$ cat src/ptw_cfg_pkg.sv
// Sv39 walker configuration: address geometry, memory port widths and cause codes
package ptw_cfg_pkg;

    // Sv39 virtual and physical address geometry
    localparam int unsigned VLEN           = 39;
    localparam int unsigned PLEN           = 56;
    localparam int unsigned PPNW           = 44;
    localparam int unsigned VPNW           = 9;
    localparam int unsigned PAGE_OFFS      = 12;

    // Each entry is 8 bytes wide
    localparam int unsigned PTE_BYTES_LOG2 = 3;

    // Address space tag width
    localparam int unsigned PSCID_W        = 20;

    // Memory read data width
    localparam int unsigned DATA_W         = 64;

    // Fault reporting
    localparam int unsigned CAUSE_W        = 11;
    localparam logic [CAUSE_W-1:0] CAUSE_LOAD_PF    = 11'd13;
    localparam logic [CAUSE_W-1:0] CAUSE_STORE_PF   = 11'd15;
    // Failed read of a table entry
    localparam logic [CAUSE_W-1:0] CAUSE_PT_CORRUPT = 11'd274;

endpackage
$ cat src/ptw_types_pkg.sv
// Sv39 walker types: page table entry layout and the walk enums
package ptw_types_pkg;

    import ptw_cfg_pkg::*;

    // Sv39 page table entry, most significant field first
    typedef struct packed {
        // Bits 63:54, must be zero without Svnapot or Svpbmt
        logic [9:0]      reserved;
        // Physical page number of the next table or the leaf page
        logic [PPNW-1:0] ppn;
        // Free for software use
        logic [1:0]      rsw;
        logic            d;
        logic            a;
        logic            g;
        logic            u;
        logic            x;
        logic            w;
        logic            r;
        logic            v;
    } pte_t;

    // Walk controller states
    typedef enum logic [1:0] {
        IDLE,
        // Read address offered, waiting for the memory port
        WAIT_GRANT,
        // Waiting for the read response
        PTE_LOOKUP,
        // One cycle error report
        PROPAGATE_ERROR
    } walk_state_e;

    // Table levels, LVL1 maps 1G pages
    typedef enum logic [1:0] {
        LVL1,
        LVL2,
        LVL3
    } pt_level_e;

    // Result of checking one entry
    typedef enum logic [1:0] {
        PTE_LEAF,
        PTE_POINTER,
        PTE_FAULT
    } pte_kind_e;

endpackage

$ cat src/ptw_if.sv
// Walker interfaces: entry checker bundle and IOTLB update bundle
`timescale 1ns/1ns

// Entry under check, its context and the check result
interface pte_chk_if import ptw_types_pkg::*; ();

    pte_t      pte;
    pt_level_e level;
    logic      is_store;
    pte_kind_e kind;

    // Context side provides level and access type
    modport ctx_mp (
        output level,
        output is_store
    );

    // Checker sees the whole entry and returns its kind
    modport chk_mp (
        input  pte,
        input  level,
        input  is_store,
        output kind
    );

    // Controller needs the result and the access type for the cause
    modport fsm_mp (
        input  kind,
        input  is_store
    );

endinterface

// Fields that form one IOTLB update
interface iotlb_upd_if import ptw_types_pkg::*; ();

    logic [ptw_cfg_pkg::VLEN-ptw_cfg_pkg::PAGE_OFFS-1:0] vpn;
    logic [ptw_cfg_pkg::PSCID_W-1:0]                     pscid;
    pt_level_e                                            level;
    logic                                                 global_flag;
    pte_t                                                 content;

    modport ctx_mp (
        output vpn,
        output pscid,
        output level,
        output global_flag
    );

    // Formatter reads everything, content comes straight from read data
    modport fmt_mp (
        input  vpn,
        input  pscid,
        input  level,
        input  global_flag,
        input  content
    );

endinterface

$ cat src/ptw_top.sv
// Sv39 IOMMU page table walker top level
`timescale 1ns/1ns

module ptw_top import ptw_cfg_pkg::*; (
    input  logic                      clk_i,
    input  logic                      rst_ni,
    // IOTLB lookup monitor
    input  logic                      iotlb_access_i,
    input  logic                      iotlb_hit_i,
    // Request context
    input  logic [VLEN-1:0]           req_iova_i,
    input  logic                      is_store_i,
    input  logic [PSCID_W-1:0]        pscid_i,
    input  logic [PPNW-1:0]           iosatp_ppn_i,
    // Memory read port
    input  logic                      mem_ar_ready_i,
    input  logic                      mem_r_valid_i,
    input  logic [DATA_W-1:0]         mem_r_data_i,
    input  logic                      mem_r_err_i,
    output logic                      mem_ar_valid_o,
    output logic [PLEN-1:0]           mem_ar_addr_o,
    output logic                      mem_r_ready_o,
    // Status and errors
    output logic                      ptw_active_o,
    output logic                      ptw_error_o,
    output logic [CAUSE_W-1:0]        cause_code_o,
    // IOTLB update
    output logic                      update_o,
    output logic                      up_is_2m_o,
    output logic                      up_is_1g_o,
    output logic [VLEN-PAGE_OFFS-1:0] up_vpn_o,
    output logic [PSCID_W-1:0]        up_pscid_o,
    output ptw_types_pkg::pte_t       up_content_o
);

    pte_chk_if   chk ();
    iotlb_upd_if upd ();

    logic miss;
    logic start;
    logic descend;

    // A lookup without a hit starts a walk
    assign miss = iotlb_access_i & ~iotlb_hit_i;

    // Read data is the entry under check and the candidate leaf
    assign chk.pte     = ptw_types_pkg::pte_t'(mem_r_data_i);
    assign upd.content = ptw_types_pkg::pte_t'(mem_r_data_i);

    ptw_walk_fsm u_fsm (
        .clk_i          (clk_i),
        .rst_ni         (rst_ni),
        .miss_i         (miss),
        .mem_ar_ready_i (mem_ar_ready_i),
        .mem_r_valid_i  (mem_r_valid_i),
        .mem_r_err_i    (mem_r_err_i),
        .chk            (chk.fsm_mp),
        .start_o        (start),
        .descend_o      (descend),
        .mem_ar_valid_o (mem_ar_valid_o),
        .mem_r_ready_o  (mem_r_ready_o),
        .update_o       (update_o),
        .ptw_active_o   (ptw_active_o),
        .ptw_error_o    (ptw_error_o),
        .cause_code_o   (cause_code_o)
    );

    walk_ctx u_ctx (
        .clk_i        (clk_i),
        .rst_ni       (rst_ni),
        .start_i      (start),
        .descend_i    (descend),
        .req_iova_i   (req_iova_i),
        .is_store_i   (is_store_i),
        .pscid_i      (pscid_i),
        .iosatp_ppn_i (iosatp_ppn_i),
        .chk          (chk.ctx_mp),
        .upd          (upd.ctx_mp),
        .pte_i        (chk.pte),
        .pptr_o       (mem_ar_addr_o)
    );

    pte_check u_chk (
        .chk (chk.chk_mp)
    );

    iotlb_update_fmt u_fmt (
        .upd          (upd.fmt_mp),
        .up_is_2m_o   (up_is_2m_o),
        .up_is_1g_o   (up_is_1g_o),
        .up_vpn_o     (up_vpn_o),
        .up_pscid_o   (up_pscid_o),
        .up_content_o (up_content_o)
    );

    // Read request and its address hold until the memory port accepts it
    a_ar_addr_stable: assert property (
        @(posedge clk_i) disable iff (!rst_ni)
        (mem_ar_valid_o && !mem_ar_ready_i) |=> (mem_ar_valid_o && $stable(mem_ar_addr_o))
    );

endmodule

$ cat src/iotlb_update_fmt.sv
// IOTLB update formatter: page size flags, tags and leaf content with global bit
`timescale 1ns/1ns

module iotlb_update_fmt import ptw_cfg_pkg::*; import ptw_types_pkg::*; (
    iotlb_upd_if.fmt_mp                 upd,
    output logic                        up_is_2m_o,
    output logic                        up_is_1g_o,
    output logic [VLEN-PAGE_OFFS-1:0]   up_vpn_o,
    output logic [PSCID_W-1:0]          up_pscid_o,
    output pte_t                        up_content_o
);

    // Leaf found in the first table maps 1G, in the second 2M
    assign up_is_1g_o = (upd.level == LVL1);
    assign up_is_2m_o = (upd.level == LVL2);

    // Tags pass straight through
    assign up_vpn_o   = upd.vpn;
    assign up_pscid_o = upd.pscid;

    always_comb begin
        up_content_o   = upd.content;
        // Global pointer above the leaf makes the mapping global
        up_content_o.g = upd.content.g | upd.global_flag;
    end

endmodule

$ cat src/ptw_walk_fsm.sv
// Walk controller: read handshake, level sequencing, update and error reporting
`timescale 1ns/1ns

module ptw_walk_fsm import ptw_cfg_pkg::*; import ptw_types_pkg::*; (
    input  logic               clk_i,
    input  logic               rst_ni,
    input  logic               miss_i,
    input  logic               mem_ar_ready_i,
    input  logic               mem_r_valid_i,
    input  logic               mem_r_err_i,
    pte_chk_if.fsm_mp          chk,
    output logic               start_o,
    output logic               descend_o,
    output logic               mem_ar_valid_o,
    output logic               mem_r_ready_o,
    output logic               update_o,
    output logic               ptw_active_o,
    output logic               ptw_error_o,
    output logic [CAUSE_W-1:0] cause_code_o
);

    walk_state_e        state_q, state_n;
    logic [CAUSE_W-1:0] cause_q, cause_n;

    always_comb begin
        state_n   = state_q;
        cause_n   = cause_q;
        start_o   = 1'b0;
        descend_o = 1'b0;
        update_o  = 1'b0;

        case (state_q)
            IDLE: begin
                // Misses are only taken here, busy misses are dropped
                if (miss_i) begin
                    start_o = 1'b1;
                    state_n = WAIT_GRANT;
                end
            end
            WAIT_GRANT: begin
                if (mem_ar_ready_i) begin
                    state_n = PTE_LOOKUP;
                end
            end
            PTE_LOOKUP: begin
                if (mem_r_valid_i) begin
                    // Bus error wins over whatever the data says
                    if (mem_r_err_i) begin
                        cause_n = CAUSE_PT_CORRUPT;
                        state_n = PROPAGATE_ERROR;
                    end else begin
                        case (chk.kind)
                            PTE_LEAF: begin
                                update_o = 1'b1;
                                state_n  = IDLE;
                            end
                            PTE_POINTER: begin
                                descend_o = 1'b1;
                                state_n   = WAIT_GRANT;
                            end
                            default: begin
                                // Page fault matching the access type
                                cause_n = chk.is_store ? CAUSE_STORE_PF : CAUSE_LOAD_PF;
                                state_n = PROPAGATE_ERROR;
                            end
                        endcase
                    end
                end
            end
            default: begin
                state_n = IDLE;
            end
        endcase
    end

    always_ff @(posedge clk_i or negedge rst_ni) begin
        if (!rst_ni) begin
            state_q <= IDLE;
            cause_q <= '0;
        end else begin
            state_q <= state_n;
            cause_q <= cause_n;
        end
    end

    assign mem_ar_valid_o = (state_q == WAIT_GRANT);
    assign mem_r_ready_o  = (state_q == PTE_LOOKUP);
    assign ptw_active_o   = (state_q != IDLE);
    assign ptw_error_o    = (state_q == PROPAGATE_ERROR);
    // Cause only shown while the error is reported
    assign cause_code_o   = ptw_error_o ? cause_q : '0;

    // An accepted entry must decode to a known kind
    a_kind_known: assert property (
        @(posedge clk_i) disable iff (!rst_ni)
        (mem_r_ready_o && mem_r_valid_i && !mem_r_err_i) |-> !$isunknown(chk.kind)
    );

endmodule

$ cat src/pte_check.sv
// Entry checker: classifies one Sv39 entry as leaf, pointer or fault
`timescale 1ns/1ns

module pte_check import ptw_cfg_pkg::*; import ptw_types_pkg::*; (
    pte_chk_if.chk_mp chk
);

    logic is_leaf;
    logic invalid;
    logic misaligned;
    logic leaf_fault;
    logic ptr_fault;

    always_comb begin
        // R or X marks a leaf, otherwise a pointer
        is_leaf = chk.pte.r | chk.pte.x;

        // Not valid, write without read, or reserved bits in use
        invalid = !chk.pte.v
                || (chk.pte.w && !chk.pte.r)
                || (|chk.pte.reserved);

        // Superpage must have its low PPN bits clear
        misaligned = ((chk.level == LVL1) && (|chk.pte.ppn[2*VPNW-1:0]))
                   || ((chk.level == LVL2) && (|chk.pte.ppn[VPNW-1:0]));

        // A clear, no read permission, or a store to a clean page
        leaf_fault = !chk.pte.a
                   || !chk.pte.r
                   || (chk.is_store && !chk.pte.d)
                   || misaligned;

        // D, A and U are reserved in pointers
        // No table exists below the last level
        ptr_fault = chk.pte.a
                  || chk.pte.d
                  || chk.pte.u
                  || (chk.level == LVL3);

        if (invalid) begin
            chk.kind = PTE_FAULT;
        end else if (is_leaf) begin
            chk.kind = leaf_fault ? PTE_FAULT : PTE_LEAF;
        end else begin
            chk.kind = ptr_fault ? PTE_FAULT : PTE_POINTER;
        end
    end

endmodule

$ cat src/walk_ctx.sv
// Walk context: captured request, current level, global flag and table pointer
`timescale 1ns/1ns

module walk_ctx import ptw_cfg_pkg::*; import ptw_types_pkg::*; (
    input  logic               clk_i,
    input  logic               rst_ni,
    input  logic               start_i,
    input  logic               descend_i,
    input  logic [VLEN-1:0]    req_iova_i,
    input  logic               is_store_i,
    input  logic [PSCID_W-1:0] pscid_i,
    input  logic [PPNW-1:0]    iosatp_ppn_i,
    pte_chk_if.ctx_mp          chk,
    iotlb_upd_if.ctx_mp        upd,
    input  pte_t               pte_i,
    output logic [PLEN-1:0]    pptr_o
);

    pt_level_e          level_q;
    logic               global_q;
    logic [VLEN-1:0]    iova_q;
    logic               store_q;
    logic [PSCID_W-1:0] pscid_q;
    logic [PLEN-1:0]    pptr_q;

    // Pointer and level for the next table
    logic [VPNW-1:0]    next_vpn;
    pt_level_e          next_level;
    logic [PLEN-1:0]    next_pptr;

    always_comb begin
        // VPN slice indexes the table one level down
        case (level_q)
            LVL1: begin
                next_vpn   = iova_q[PAGE_OFFS+2*VPNW-1:PAGE_OFFS+VPNW];
                next_level = LVL2;
            end
            default: begin
                next_vpn   = iova_q[PAGE_OFFS+VPNW-1:PAGE_OFFS];
                next_level = LVL3;
            end
        endcase
        next_pptr = {pte_i.ppn, next_vpn, {PTE_BYTES_LOG2{1'b0}}};
    end

    // Level and global flag are control state
    always_ff @(posedge clk_i or negedge rst_ni) begin
        if (!rst_ni) begin
            level_q  <= LVL1;
            global_q <= 1'b0;
        end else if (start_i) begin
            level_q  <= LVL1;
            global_q <= 1'b0;
        end else if (descend_i) begin
            level_q  <= next_level;
            // A global pointer makes the whole subtree global
            global_q <= global_q | pte_i.g;
        end
    end

    // Request payload and table pointer
    always_ff @(posedge clk_i) begin
        if (start_i) begin
            iova_q  <= req_iova_i;
            store_q <= is_store_i;
            pscid_q <= pscid_i;
            // Root table from iosatp, indexed by VPN[2]
            pptr_q  <= {iosatp_ppn_i, req_iova_i[VLEN-1:PAGE_OFFS+2*VPNW],
                        {PTE_BYTES_LOG2{1'b0}}};
        end else if (descend_i) begin
            pptr_q  <= next_pptr;
        end
    end

    assign pptr_o          = pptr_q;
    assign chk.level       = level_q;
    assign chk.is_store    = store_q;
    assign upd.vpn         = iova_q[VLEN-1:PAGE_OFFS];
    assign upd.pscid       = pscid_q;
    assign upd.level       = level_q;
    assign upd.global_flag = global_q;

    // The controller must fault a pointer found in the last table
    a_no_descend_at_lvl3: assert property (
        @(posedge clk_i) disable iff (!rst_ni) descend_i |-> level_q != LVL3
    );

endmodule

$ cat config.mk
export PLATFORM = sky130hd
export DESIGN_NAME = ptw_top
export DESIGN_NICKNAME = d
export VERILOG_FILES = /design/src/ptw_cfg_pkg.sv /design/src/ptw_types_pkg.sv /design/src/ptw_if.sv /design/src/ptw_top.sv /design/src/iotlb_update_fmt.sv /design/src/ptw_walk_fsm.sv /design/src/pte_check.sv /design/src/walk_ctx.sv
export SDC_FILE = /design/constraint.sdc
export NUM_CORES = 1
export LEC_CHECK = 0
export BUFFER_PORTS_ARGS = -buffer_cell sky130_fd_sc_hd__buf_2
export CORE_AREA = 2 2 142 144
export DETAILED_ROUTE_END_ITERATION = 8
export DIE_AREA = 0 0 144 146
export HOLD_SLACK_MARGIN = 0.08
export PLACE_DENSITY = 0.58
export RECOVER_POWER = 100
export SLEW_MARGIN = 10
export SYNTH_ARGS = -nofsm -noshare
export SYNTH_HDL_FRONTEND = slang
export SYNTH_HIERARCHICAL = 1
export SYNTH_SLANG_ARGS = --single-unit
$ cat constraint.sdc
create_clock -name clk_i -period 11.9 [get_ports clk_i]
set_input_delay 0.595 -clock clk_i [delete_from_list [all_inputs] [get_ports clk_i]]
set_output_delay 0.595 -clock clk_i [all_outputs]
set_load 0.02 [all_outputs]
# [Yosys cells after proc, flatten, opt, wreduce, memory -nomap -nowiden]
# Cells that the tools add are included.
[totals] output_inout_bits=185 mem_bits_rw=0 latchBits=0 word_cells=82 inputBits=175 register_bits=129 romBits=0 memories=0
[op_classes] n_bitwise=4 mul=0 n_mux=32 order_cmp=0 eq_ne=10 addsub=0 shifts=0 div_mod_pow=0 reduce_logical=28
[op_table] operator="56-bit 2-to-1 mux" count=2
[op_table] operator="11-bit 2-to-1 mux" count=3
[op_table] operator="2-bit 2-to-1 mux" count=12
[op_table] operator="18-bit OR reduction" count=1
[op_table] operator="1-bit 2-to-1 mux" count=12
[op_table] operator="10-bit OR reduction" count=1
[op_table] operator="1-bit logical OR" count=9
[op_table] operator="9-bit 2-to-1 mux" count=1
[op_table] operator="9-bit OR reduction" count=1
[op_table] operator="2-bit by 1-bit == test with 1-bit output, second input constant" count=3
[op_table] operator="2-bit == test, second input constant" count=3
[op_table] operator="2-bit logical NOT" count=3
[op_table] operator="2-bit != test, second input constant" count=3
[op_table] operator="2-bit one-hot mux with 3 select lines" count=1
[op_table] operator="3-bit AND reduction" count=2
[op_table] operator="1-bit logical AND" count=4
[op_table] operator="1-bit logical NOT" count=4
[op_table] operator="2-bit one-hot mux with 2 select lines" count=1
[op_table] operator="2-bit nonzero test" count=2
[op_table] operator="2-bit by 1-bit != test with 1-bit output, second input constant" count=1
[op_table] operator="1-bit bitwise OR" count=2
[op_table] operator="2-bit OR reduction" count=1
[op_table] operator="1-bit AND" count=1
[op_table] operator="1-bit NOT" count=1

# [Longest topological paths before layout]
# Gate-level depths: netlist of the first run.
[logic_depth] ltp_word=14 ltp_mapped=10 mapped_depth_nobuf=10

# [By module]
# The synthesis of the first run kept the hierarchy.
[by_module_without_submodules] mod="walk_ctx" cells_each=209 area_each_um2=3997.6 n_inst=1 seq_area_each_um2=3108.0
[by_module_without_submodules] mod="iotlb_update_fmt" cells_each=113 area_each_um2=842.1 n_inst=1 seq_area_each_um2=0.0
[by_module_without_submodules] mod="ptw_walk_fsm" cells_each=43 area_each_um2=371.6 n_inst=1 seq_area_each_um2=125.1
[by_module_without_submodules] mod="pte_check" cells_each=22 area_each_um2=133.9 n_inst=1 seq_area_each_um2=0.0
[by_module_without_submodules] mod="ptw_top" cells_each=1 area_each_um2=13.8 n_inst=1 seq_area_each_um2=0.0

# [Worst setup path before layout of the first run]
# Ideal clock, no wire load.
[synth_path] path_type="reg-to-reg" startpoint="reg u_fsm.state_q[1]" endpoint="reg u_ctx.pptr_q[10], in the netlist u_ctx/pptr_o[10] (enable)" t_arrival_ps=4345 setup_ps=387 n_path_buf=3 path_slack_ps=7167 required_ps=11513 synth_period_minus_slack_ps=4733 path_stages_with_launch=7 cell_sequence="dfrtp_1 -> buf_4 -> or2_1 -> nor2_1 -> buf_2 -> buf_4 -> or2_2"
[synth_via] elab_chain_len=3 word_cells_on_any_way=5 classes_between="eq/ne: 1; mux: 2; reduce/logical: 2"
[synth_lines] element="start, declared" line="ptw_walk_fsm.sv:22" text="walk_state_e state_q, state_n;"
[synth_lines] element="start signal, assigned" line="ptw_walk_fsm.sv:81" text="state_q <= state_n;"
[synth_lines] element="2-bit logical NOT" line="ptw_walk_fsm.sv:32" text="case (state_q)"
[synth_lines] element="1-bit 2-to-1 mux" line="ptw_walk_fsm.sv:32"
[synth_lines] element="via start" line="ptw_top.sv:40" text="logic start;"
[synth_lines] element="2-bit nonzero test (no line)"
[synth_lines] element="end signal, assigned" line="walk_ctx.sv:68" text="pptr_q <= {iosatp_ppn_i, req_iova_i[VLEN-1:PAGE_OFFS+2*VPNW],"
[synth_lines] element="end signal, assigned" line="walk_ctx.sv:71" text="pptr_q <= next_pptr;"
[synth_lines] element="end, declared" line="walk_ctx.sv:24" text="logic [PLEN-1:0] pptr_q;"
# The timed path passes the listed nets, and every way through them passes these cells.
# A chain may end at the register's enable or synchronous reset.

# [Final worst setup path of the first run]
[layout_path] startpoint="reg u_fsm.state_q[1]" endpoint="reg u_ctx.pptr_q[3], in the netlist u_ctx/pptr_o[3], data pin"
[layout_via] elab_chain_len=3
[layout_lines] element="2-bit logical NOT" line="ptw_walk_fsm.sv:32"
[layout_lines] element="1-bit 2-to-1 mux" line="ptw_walk_fsm.sv:32"
[layout_lines] element="via start" line="ptw_top.sv:40"
[layout_lines] element="56-bit 2-to-1 mux" line="walk_ctx.sv:63" text="if (start_i) begin"
# The timed path passes the listed nets, and every way through them passes these cells.

==> results of run 1 <==
[routing by layer]
| layer | vias up | track usage (%) | part of all wire, % |
|---|---|---|---|
| met5 | - | 0 | 0.049 |
| met4 | 2 | 5.44 | 2.3 |
| met3 | 25 | 4.05 | 9.0 |
| met2 | 198 | 23.6 | 52 |
| met1 | 1724 | 14.3 | 37 |
| li1 | 1716 | - | - |
[flip-flops by register name (all words and copies together), names as in the netlist]
name	cells
u_ctx/iova_q	27
u_fsm/cause_q	3
u_ctx/upd.global_flag	1
u_fsm/state_q	2
u_ctx/chk.is_store	1
u_ctx/upd.pscid	20
u_ctx/pptr_o	53
u_ctx/chk.level	2
[worst max path at each step]
stage / start / end / slack, ns / cells after the start
finish: u_fsm/state_q[1] / u_ctx/pptr_o[3] / 5.35 / 5
global placement: mem_r_data_i[12] / u_ctx/pptr_o[3] / 8.01 / 10
global route: u_fsm/state_q[1] / u_ctx/pptr_o[3] / 4.49 / 5
floorplan: u_fsm/state_q[1] / u_ctx/pptr_o[10] / 7.17 / 6
CTS: mem_r_data_i[12] / u_ctx/pptr_o[33] / 8.37 / 10
detailed placement: mem_r_data_i[12] / u_ctx/pptr_o[3] / 8.00 / 10
[report_power, final]
| group | leakage (nW) | internal (W) | switching [W] |
|---|---|---|---|
| Combinational | 1.26 | 0.0000880 | 0.000178 |
| Clock | 0.141 | 0.000147 | 0.000147 |
| Sequential | 1.03 | 0.000490 | 0.0000196 |
[logic make-up after synthesis]
group,Yosys count,synth area share (%)
AOI/OAI and AO/OA,25,3.69
buffers and inverters,150,19.9
DFF,109,60.3
muxes,45,9.43
other,2,0.140
and+or+nand+nor,57,6.54
[worst max-delay path: stages, from the launching register on]
cell and delay (ns):
dfrtp_1 0.48, or2_0 0.30, nor2_4 0.11, clkbuf_1 1.69, clkbuf_1 2.71, o311ai_0 0.80
[Yosys cell counts, types with 2 or more instances]
cell,number,area [sq um]
a21oi_1,6,30.0
buf_2,5,25.0
inv_1,15,56.3
dfrtp_1,8,200
o311ai_1,8,70.1
nor4_1,5,31.3
buf_6,3,33.8
nand2_1,13,48.8
or4b_1,9,90.1
edfxtp_1,101,3030
conb_1,2,7.51
nor3_1,2,10.0
a21o_1,2,15.0
a22o_1,2,17.5
nor2b_1,3,18.8
nor2_1,9,33.8
o2111ai_1,2,17.5
buf_4,126,946
and3_1,3,18.8
or2_1,2,12.5
mux2_2,44,495
[layout make-up]
| class | count | area share [%] |
|---|---|---|
| Clock buffer | 9 | 3.48 |
| Inverter | 15 | 0.871 |
| Tap cell | 265 | 5.13 |
| Timing Repair Buffer | 339 | 22.7 |
| Multi-Input combinational cell | 135 | 16.8 |
| Sequential cell | 109 | 50.0 |
| Clock inverter | 7 | 0.948 |
[through the flow]
step                      cells  hold slack [ns]  setup slack, ns  area (sq um)
after detailed placement    862            0.453             8.00          6410
after global routing        879            0.385             4.49          6470
after CTS                   879            0.381             8.37          6710
after global placement      862            0.456             8.01          6410
final                       879            0.406             5.35          6470
after floorplan             394            0.299             7.17          5380
[repair_timing]
action / CTS / global route
hold endpoints to repair: 8 / 0
gates resized for setup: 0 / 0
hold buffers: 1 / 0
setup buffers: 0 / 0
==> run metrics, run 1 <==
commonest non-fill, non-tap cell in the layout=clkbuf_1; Die X=144 um; DR vias/cell=4.17; worst hold path depth=1; RSZ-0062 raised after global routing=false; Static Leak=2.43 nW; H-tree depth=3; commonest non-fill, non-tap cells in the layout=clkbuf_1 (185), buf_2 (153), edfxtp_1 (101); failing checks=capacitance limit, slew limit; slew at the pin with the worst max-slew slack=3.68 ns; reg2reg end=u_ctx/pptr_o[3]; initial antenna violation count=1; Sequential Area=0.00323 sq mm; Congestion Overflow GR=0; final slew viol count=168; max_cap viols=3; WP data required=11.81 ns; flop2flop setup slack=5.35 ns; Tot Pwr=0.00107 W; sequential share of the synthesized area=60.3%; Initial DRC Count=90; clock slew at reported path FFs=0.08 ns; Reg-to-Reg Start=u_fsm/state_q[1]; Min-Delay Startpoint=pscid_i[15]; setup TNS=0 ns; Hold Fails Final Rpt=0; IO buf count=335; period utilisation layout=55.0%; Most used DFF post-synth=edfxtp_1; status=finished, violations left; Critical Path Fanout Max=82; die area=0.0210 sq mm; Top-Level Pins=360; Vias=3,665; Total GRT Usage=13.2%; R2R depth=5; largest net degree at the start of global routing=83; post-layout util=33.4%; clk_lat worst skew=0.35 ns; CTS Root Buffer Type=clkbuf_16; mapped cell area=0.00536 sq mm; Pre-antenna DRT Iters=4; Final nets=784; Initial Utilization=27.7%; Area Overhead vs Synth=20.7%; hold endpoint=u_ctx/upd.pscid[15]; CORE AREA=0.0193 sq mm; Hold Path Class=in2reg; Critical Path Start Type=flip-flop; worst clock skew=0.0106 ns; final WL=14,400 um; worst endpoint data arrival time=6.46 ns; cts bufs inserted=9; Syn Area/Cell=13.8 sq um; Rel. slew slack=-145%; layout cells sized above 1=34.7%; hpwl dp=11,300 um; routability cong.=0.769; crit path time final=6.55 ns; number of global-route vias before repair=3,611; Post-synth ARST share=7.34%; Sink Count=109; maximum VDD drop=62.8 uV; antenna cells=0; Clock Path Buffers=2; EDFF count, synth=101; Ys Warns=6; DRC=0; Max Clk Rate=153 MHz; post-synth cell types=39; Critical Path End Type=flip-flop; Setup violations, final=0; wire per inst=16.4 um; first-pass GRT wire length=20,400 um; critical path class=reg2reg; Seq cells post-synth=109; Die Ht=146 um; row cnt=51; Pwr Density=166 mW/mm^2; Syn Inst Count=388; filler cell count=2,075; final antenna-violating net count=0; area of the multi-input gates=0.00109 sq mm; CTS tree=yes
(Power assumes the default switching activity.)
==> inputs of run 2 (changes only) <==
--- a/config.mk
+++ b/config.mk
@@ -5,12 +5,13 @@
 export SDC_FILE = /design/constraint.sdc
 export NUM_CORES = 1
 export LEC_CHECK = 0
+export ABC_AREA = 1
 export BUFFER_PORTS_ARGS = -buffer_cell sky130_fd_sc_hd__buf_2
 export CORE_AREA = 2 2 142 144
 export DETAILED_ROUTE_END_ITERATION = 8
 export DIE_AREA = 0 0 144 146
 export HOLD_SLACK_MARGIN = 0.08
-export PLACE_DENSITY = 0.58
+export PLACE_DENSITY = 0.6
 export RECOVER_POWER = 100
 export SLEW_MARGIN = 10
 export SYNTH_ARGS = -nofsm -noshare
==> constraint.sdc (replaced) <==
create_clock -name clk_i -period 5.3 [get_ports clk_i]
set_input_delay 0.265 -clock clk_i [delete_from_list [all_inputs] [get_ports clk_i]]
set_output_delay 0.265 -clock clk_i [all_outputs]
set_load 0.02 [all_outputs]
==> run 2 against run 1 <==
Against the previous run: the flow finishes with violations (capacitance limit); via count increased by 15%; combinational power increased by 140%; highest routed layer is now met4; power increased by 130%; global-route usage increased by 0.33 points; sequential share of layout area decreased by 3.2 points; clock skew decreased by 0.0023 ns.
==> run metrics, run 2 <==
row cnt=51 (unchanged); reg2reg end=u_ctx/pptr_o[30]; Critical Path End Type=flip-flop; Critical Path Fanout Max=34 (-59%); flop2flop setup slack=1.68 ns (-3.67 ns); layout cells sized above 1=22.5% (-12 points); post-synth cell types=25 (-36%); sequential power share=46.2% (-1.4 points); setup TNS=0 ns (unchanged); Syn Inst Count=520 (+34%); WP data required=5.33 ns (-6.48 ns); Pwr Density=354 mW/mm^2 (+110%); mux contribution to synthesized area=0% (-9.4 points); routability cong.=0.794 (+3.2%); Hold Fails Final Rpt=0 (unchanged); worst hold path depth=1 (unchanged); EDFF count, synth=101 (unchanged); Ys Warns=6 (unchanged); Post-synth ARST share=7.34% (unchanged); Initial DRC Count=138 (+53%); clk_lat worst skew=0.35 ns (about the same); CTS tree=yes; main combinational cell family by area after synthesis=buffers and inverters; Syn Area/Cell=10.4 sq um (-25%); cts bufs inserted=9 (unchanged); DR vias/cell=4.00 (-4.2%); final antenna-violating net count=0 (unchanged); Clock Power Share=27.4% (about the same); hold endpoint=u_ctx/upd.pscid[15]; Setup violations, final=0 (unchanged); met3 routed WL=1200 um (-7.9%); wl on met1=5780 um (+8.7%); hold_ws=0.109 ns (-0.297 ns); maximum VDD drop=165 uV (+160%); Pre-antenna DRT Iters=4 (unchanged); setup slack after layout=1.68 ns (-3.67 ns); xor and xnor fraction of the mapped netlist area=0% (unchanged); Reg-to-Reg Start=u_ctx/chk.level[1]; IO buf count=335 (unchanged); most frequent cell after synthesis=nand2_1; Static Leak=2.90 nW (+19%); Comb pwr share=26.3% (+1.4 points); Post-Synth Simple-Gate Area=18.3% (+12 points); CTS Root Buffer Type=clkbuf_16; final WL=14,800 um (+3.0%); initial antenna violation count=2 (+1); Hold Path Class=in2reg; switching part of the total=34.4% (+2.1 points); commonest non-fill, non-tap cells in the layout=clkbuf_1 (185), nand2_1 (164), buf_2 (150); die area=0.0210 sq mm (unchanged); DRC=0 (unchanged); largest net degree at the start of global routing=65 (-22%); area share of fa/ha/maj cells after synthesis=0% (unchanged); mapped cell area=0.00540 sq mm (+0.77%); R2R depth=10 (+5); worst endpoint data arrival time=3.65 ns (-2.81 ns); commonest non-fill, non-tap cell in the layout=clkbuf_1; Die X=144 um (unchanged); period utilisation layout=68.3% (+13 points); Commonest cells post-synth=nand2_1 (164), buf_4 (124), edfxtp_1 (101); internal power=0.00160 W (+120%); buffers inserted by post-CTS timing repair=0 (unchanged); Initial Utilization=27.9% (+0.21 points); Area Overhead vs Synth=28.0%; post-synth top area share=56.2% (-0.43 points); post-layout util=35.7% (+2.3 points); number of global-route vias before repair=4,145 (+15%); wire per inst=14.1 um (-14%); Top-Level Pins=360 (unchanged); max_cap viols=1 (-2); slew at the pin with the worst max-slew slack=1.49 ns (-2.19 ns); top post-synthesis cells by area=edfxtp_1 (56%), buf_4 (17%), nand2_1 (11%); Rel. slew slack=0.707% (+150 points); P_sw=0.000840 W (+140%); status=finished, violations left; CTS resizes=0 (unchanged); RSZ-0062 raised after global routing=false; Synth Area in Compound Gates=1.20% (-2.5 points); max reg flops=53 (unchanged); Die Ht=146 um (unchanged); clock slew at reported path FFs=0.08 ns (about the same); Min-Delay Startpoint=pscid_i[15]; worst clock skew=0.00825 ns (-0.00232 ns); CORE AREA=0.0193 sq mm (unchanged); crit path time final=3.62 ns (-2.93 ns); Final nets=955 (+22%); Most used DFF post-synth=edfxtp_1; Seq cells post-synth=109 (unchanged); hpwl dp=10,800 um (-4.6%); critical path class=reg2reg; met2 WL=7760 um (+4.2%); Sink Count=109 (unchanged); failing checks=capacitance limit; Vias=4,203 (+15%); Hold Buf Count CTS=40 (+39); sequential share of the synthesized area=59.9% (-0.46 points); Total GRT Usage=13.5% (+0.33 points); H-tree depth=3 (unchanged); final slew viol count=0 (-100%); first-pass GRT wire length=21,500 um (+5.4%); Yosys top cell by area=edfxtp_1; Critical Path Start Type=flip-flop; Max Clk Rate=276 MHz (+81%); Top Metal Used=met4; Congestion Overflow GR=0 (unchanged); Clock Path Buffers=2 (unchanged); Place WS=1.95 ns (-6.05 ns)
## run 2: how the worst max path moves through the flow
stage | end | start | slack, ns
final | u_ctx/pptr_o[30] | u_ctx/chk.level[1] | 1.68
after CTS | u_ctx/pptr_o[38] | u_ctx/chk.level[1] | 2.13
after global routing | u_ctx/pptr_o[38] | u_ctx/chk.level[1] | 1.22
after detailed placement | u_ctx/pptr_o[24] | mem_r_data_i[24] | 1.95
after global placement | u_ctx/pptr_o[49] | mem_r_data_i[24] | 1.98
after floorplan | u_ctx/pptr_o[10] | u_fsm/state_q[1] | 0.48
## run 2: metal layers
metal	GRT usage (%)	up-vias
met5	0	-
met4	4.17	0
met3	4.48	6
met2	24.6	205
met1	14.7	1917
li1	-	2075
## run 2: cell families (layout without fill, tap and decap cells)
logic type | after synthesis | in the layout
buffers and inverters | 161 | 420
other | 2 | 10
flip-flops | 109 | 109
AO/OA/AOI/OAI | 10 | 10
AND/OR/NAND/NOR | 238 | 238
## run 2: per-stage QoR
stage / instance area, sq um / power, W / std cells
CTS: 7160 / 0.00254 / 1050
detailed placement: 6450 / 0.00182 / 994
floorplan: 5420 / 0.00165 / 526
finish: 6910 / 0.00244 / 1052
global route: 6910 / 0.00259 / 1052
global placement: 6450 / 0.00182 / 994
## run 2: critical path: stages (launching register included)
cell      delay (ns)
dfrtp_1         0.46
inv_1           0.10
o211ai_1        0.09
nor2_1          0.21
a21oi_1         0.08
nor2_1          0.17
nand2_1         0.10
nor3_1          0.45
nor2_1          0.08
inv_1           1.08
buf_4           0.46
## run 2: power by group through the flow
stage | Clock, W | Combinational, W | Sequential, W
after global placement | 0 | 0.000673 | 0.00114
after floorplan | 0 | 0.000445 | 0.00120
final | 0.000671 | 0.000644 | 0.00113
after global routing | 0.000739 | 0.000714 | 0.00114
after CTS | 0.000707 | 0.000700 | 0.00113
after detailed placement | 0 | 0.000677 | 0.00115
## run 2: final cells by class
class | count | area, sq um
fill | 2066 | 12400
sequential | 109 | 3230
timing repair buffer | 378 | 1870
multi-input combinational | 256 | 1070
tap | 265 | 332
clock buffer | 9 | 225
inverter | 26 | 98.8
clock inverter | 7 | 80.1
antenna | 2 | 5.00
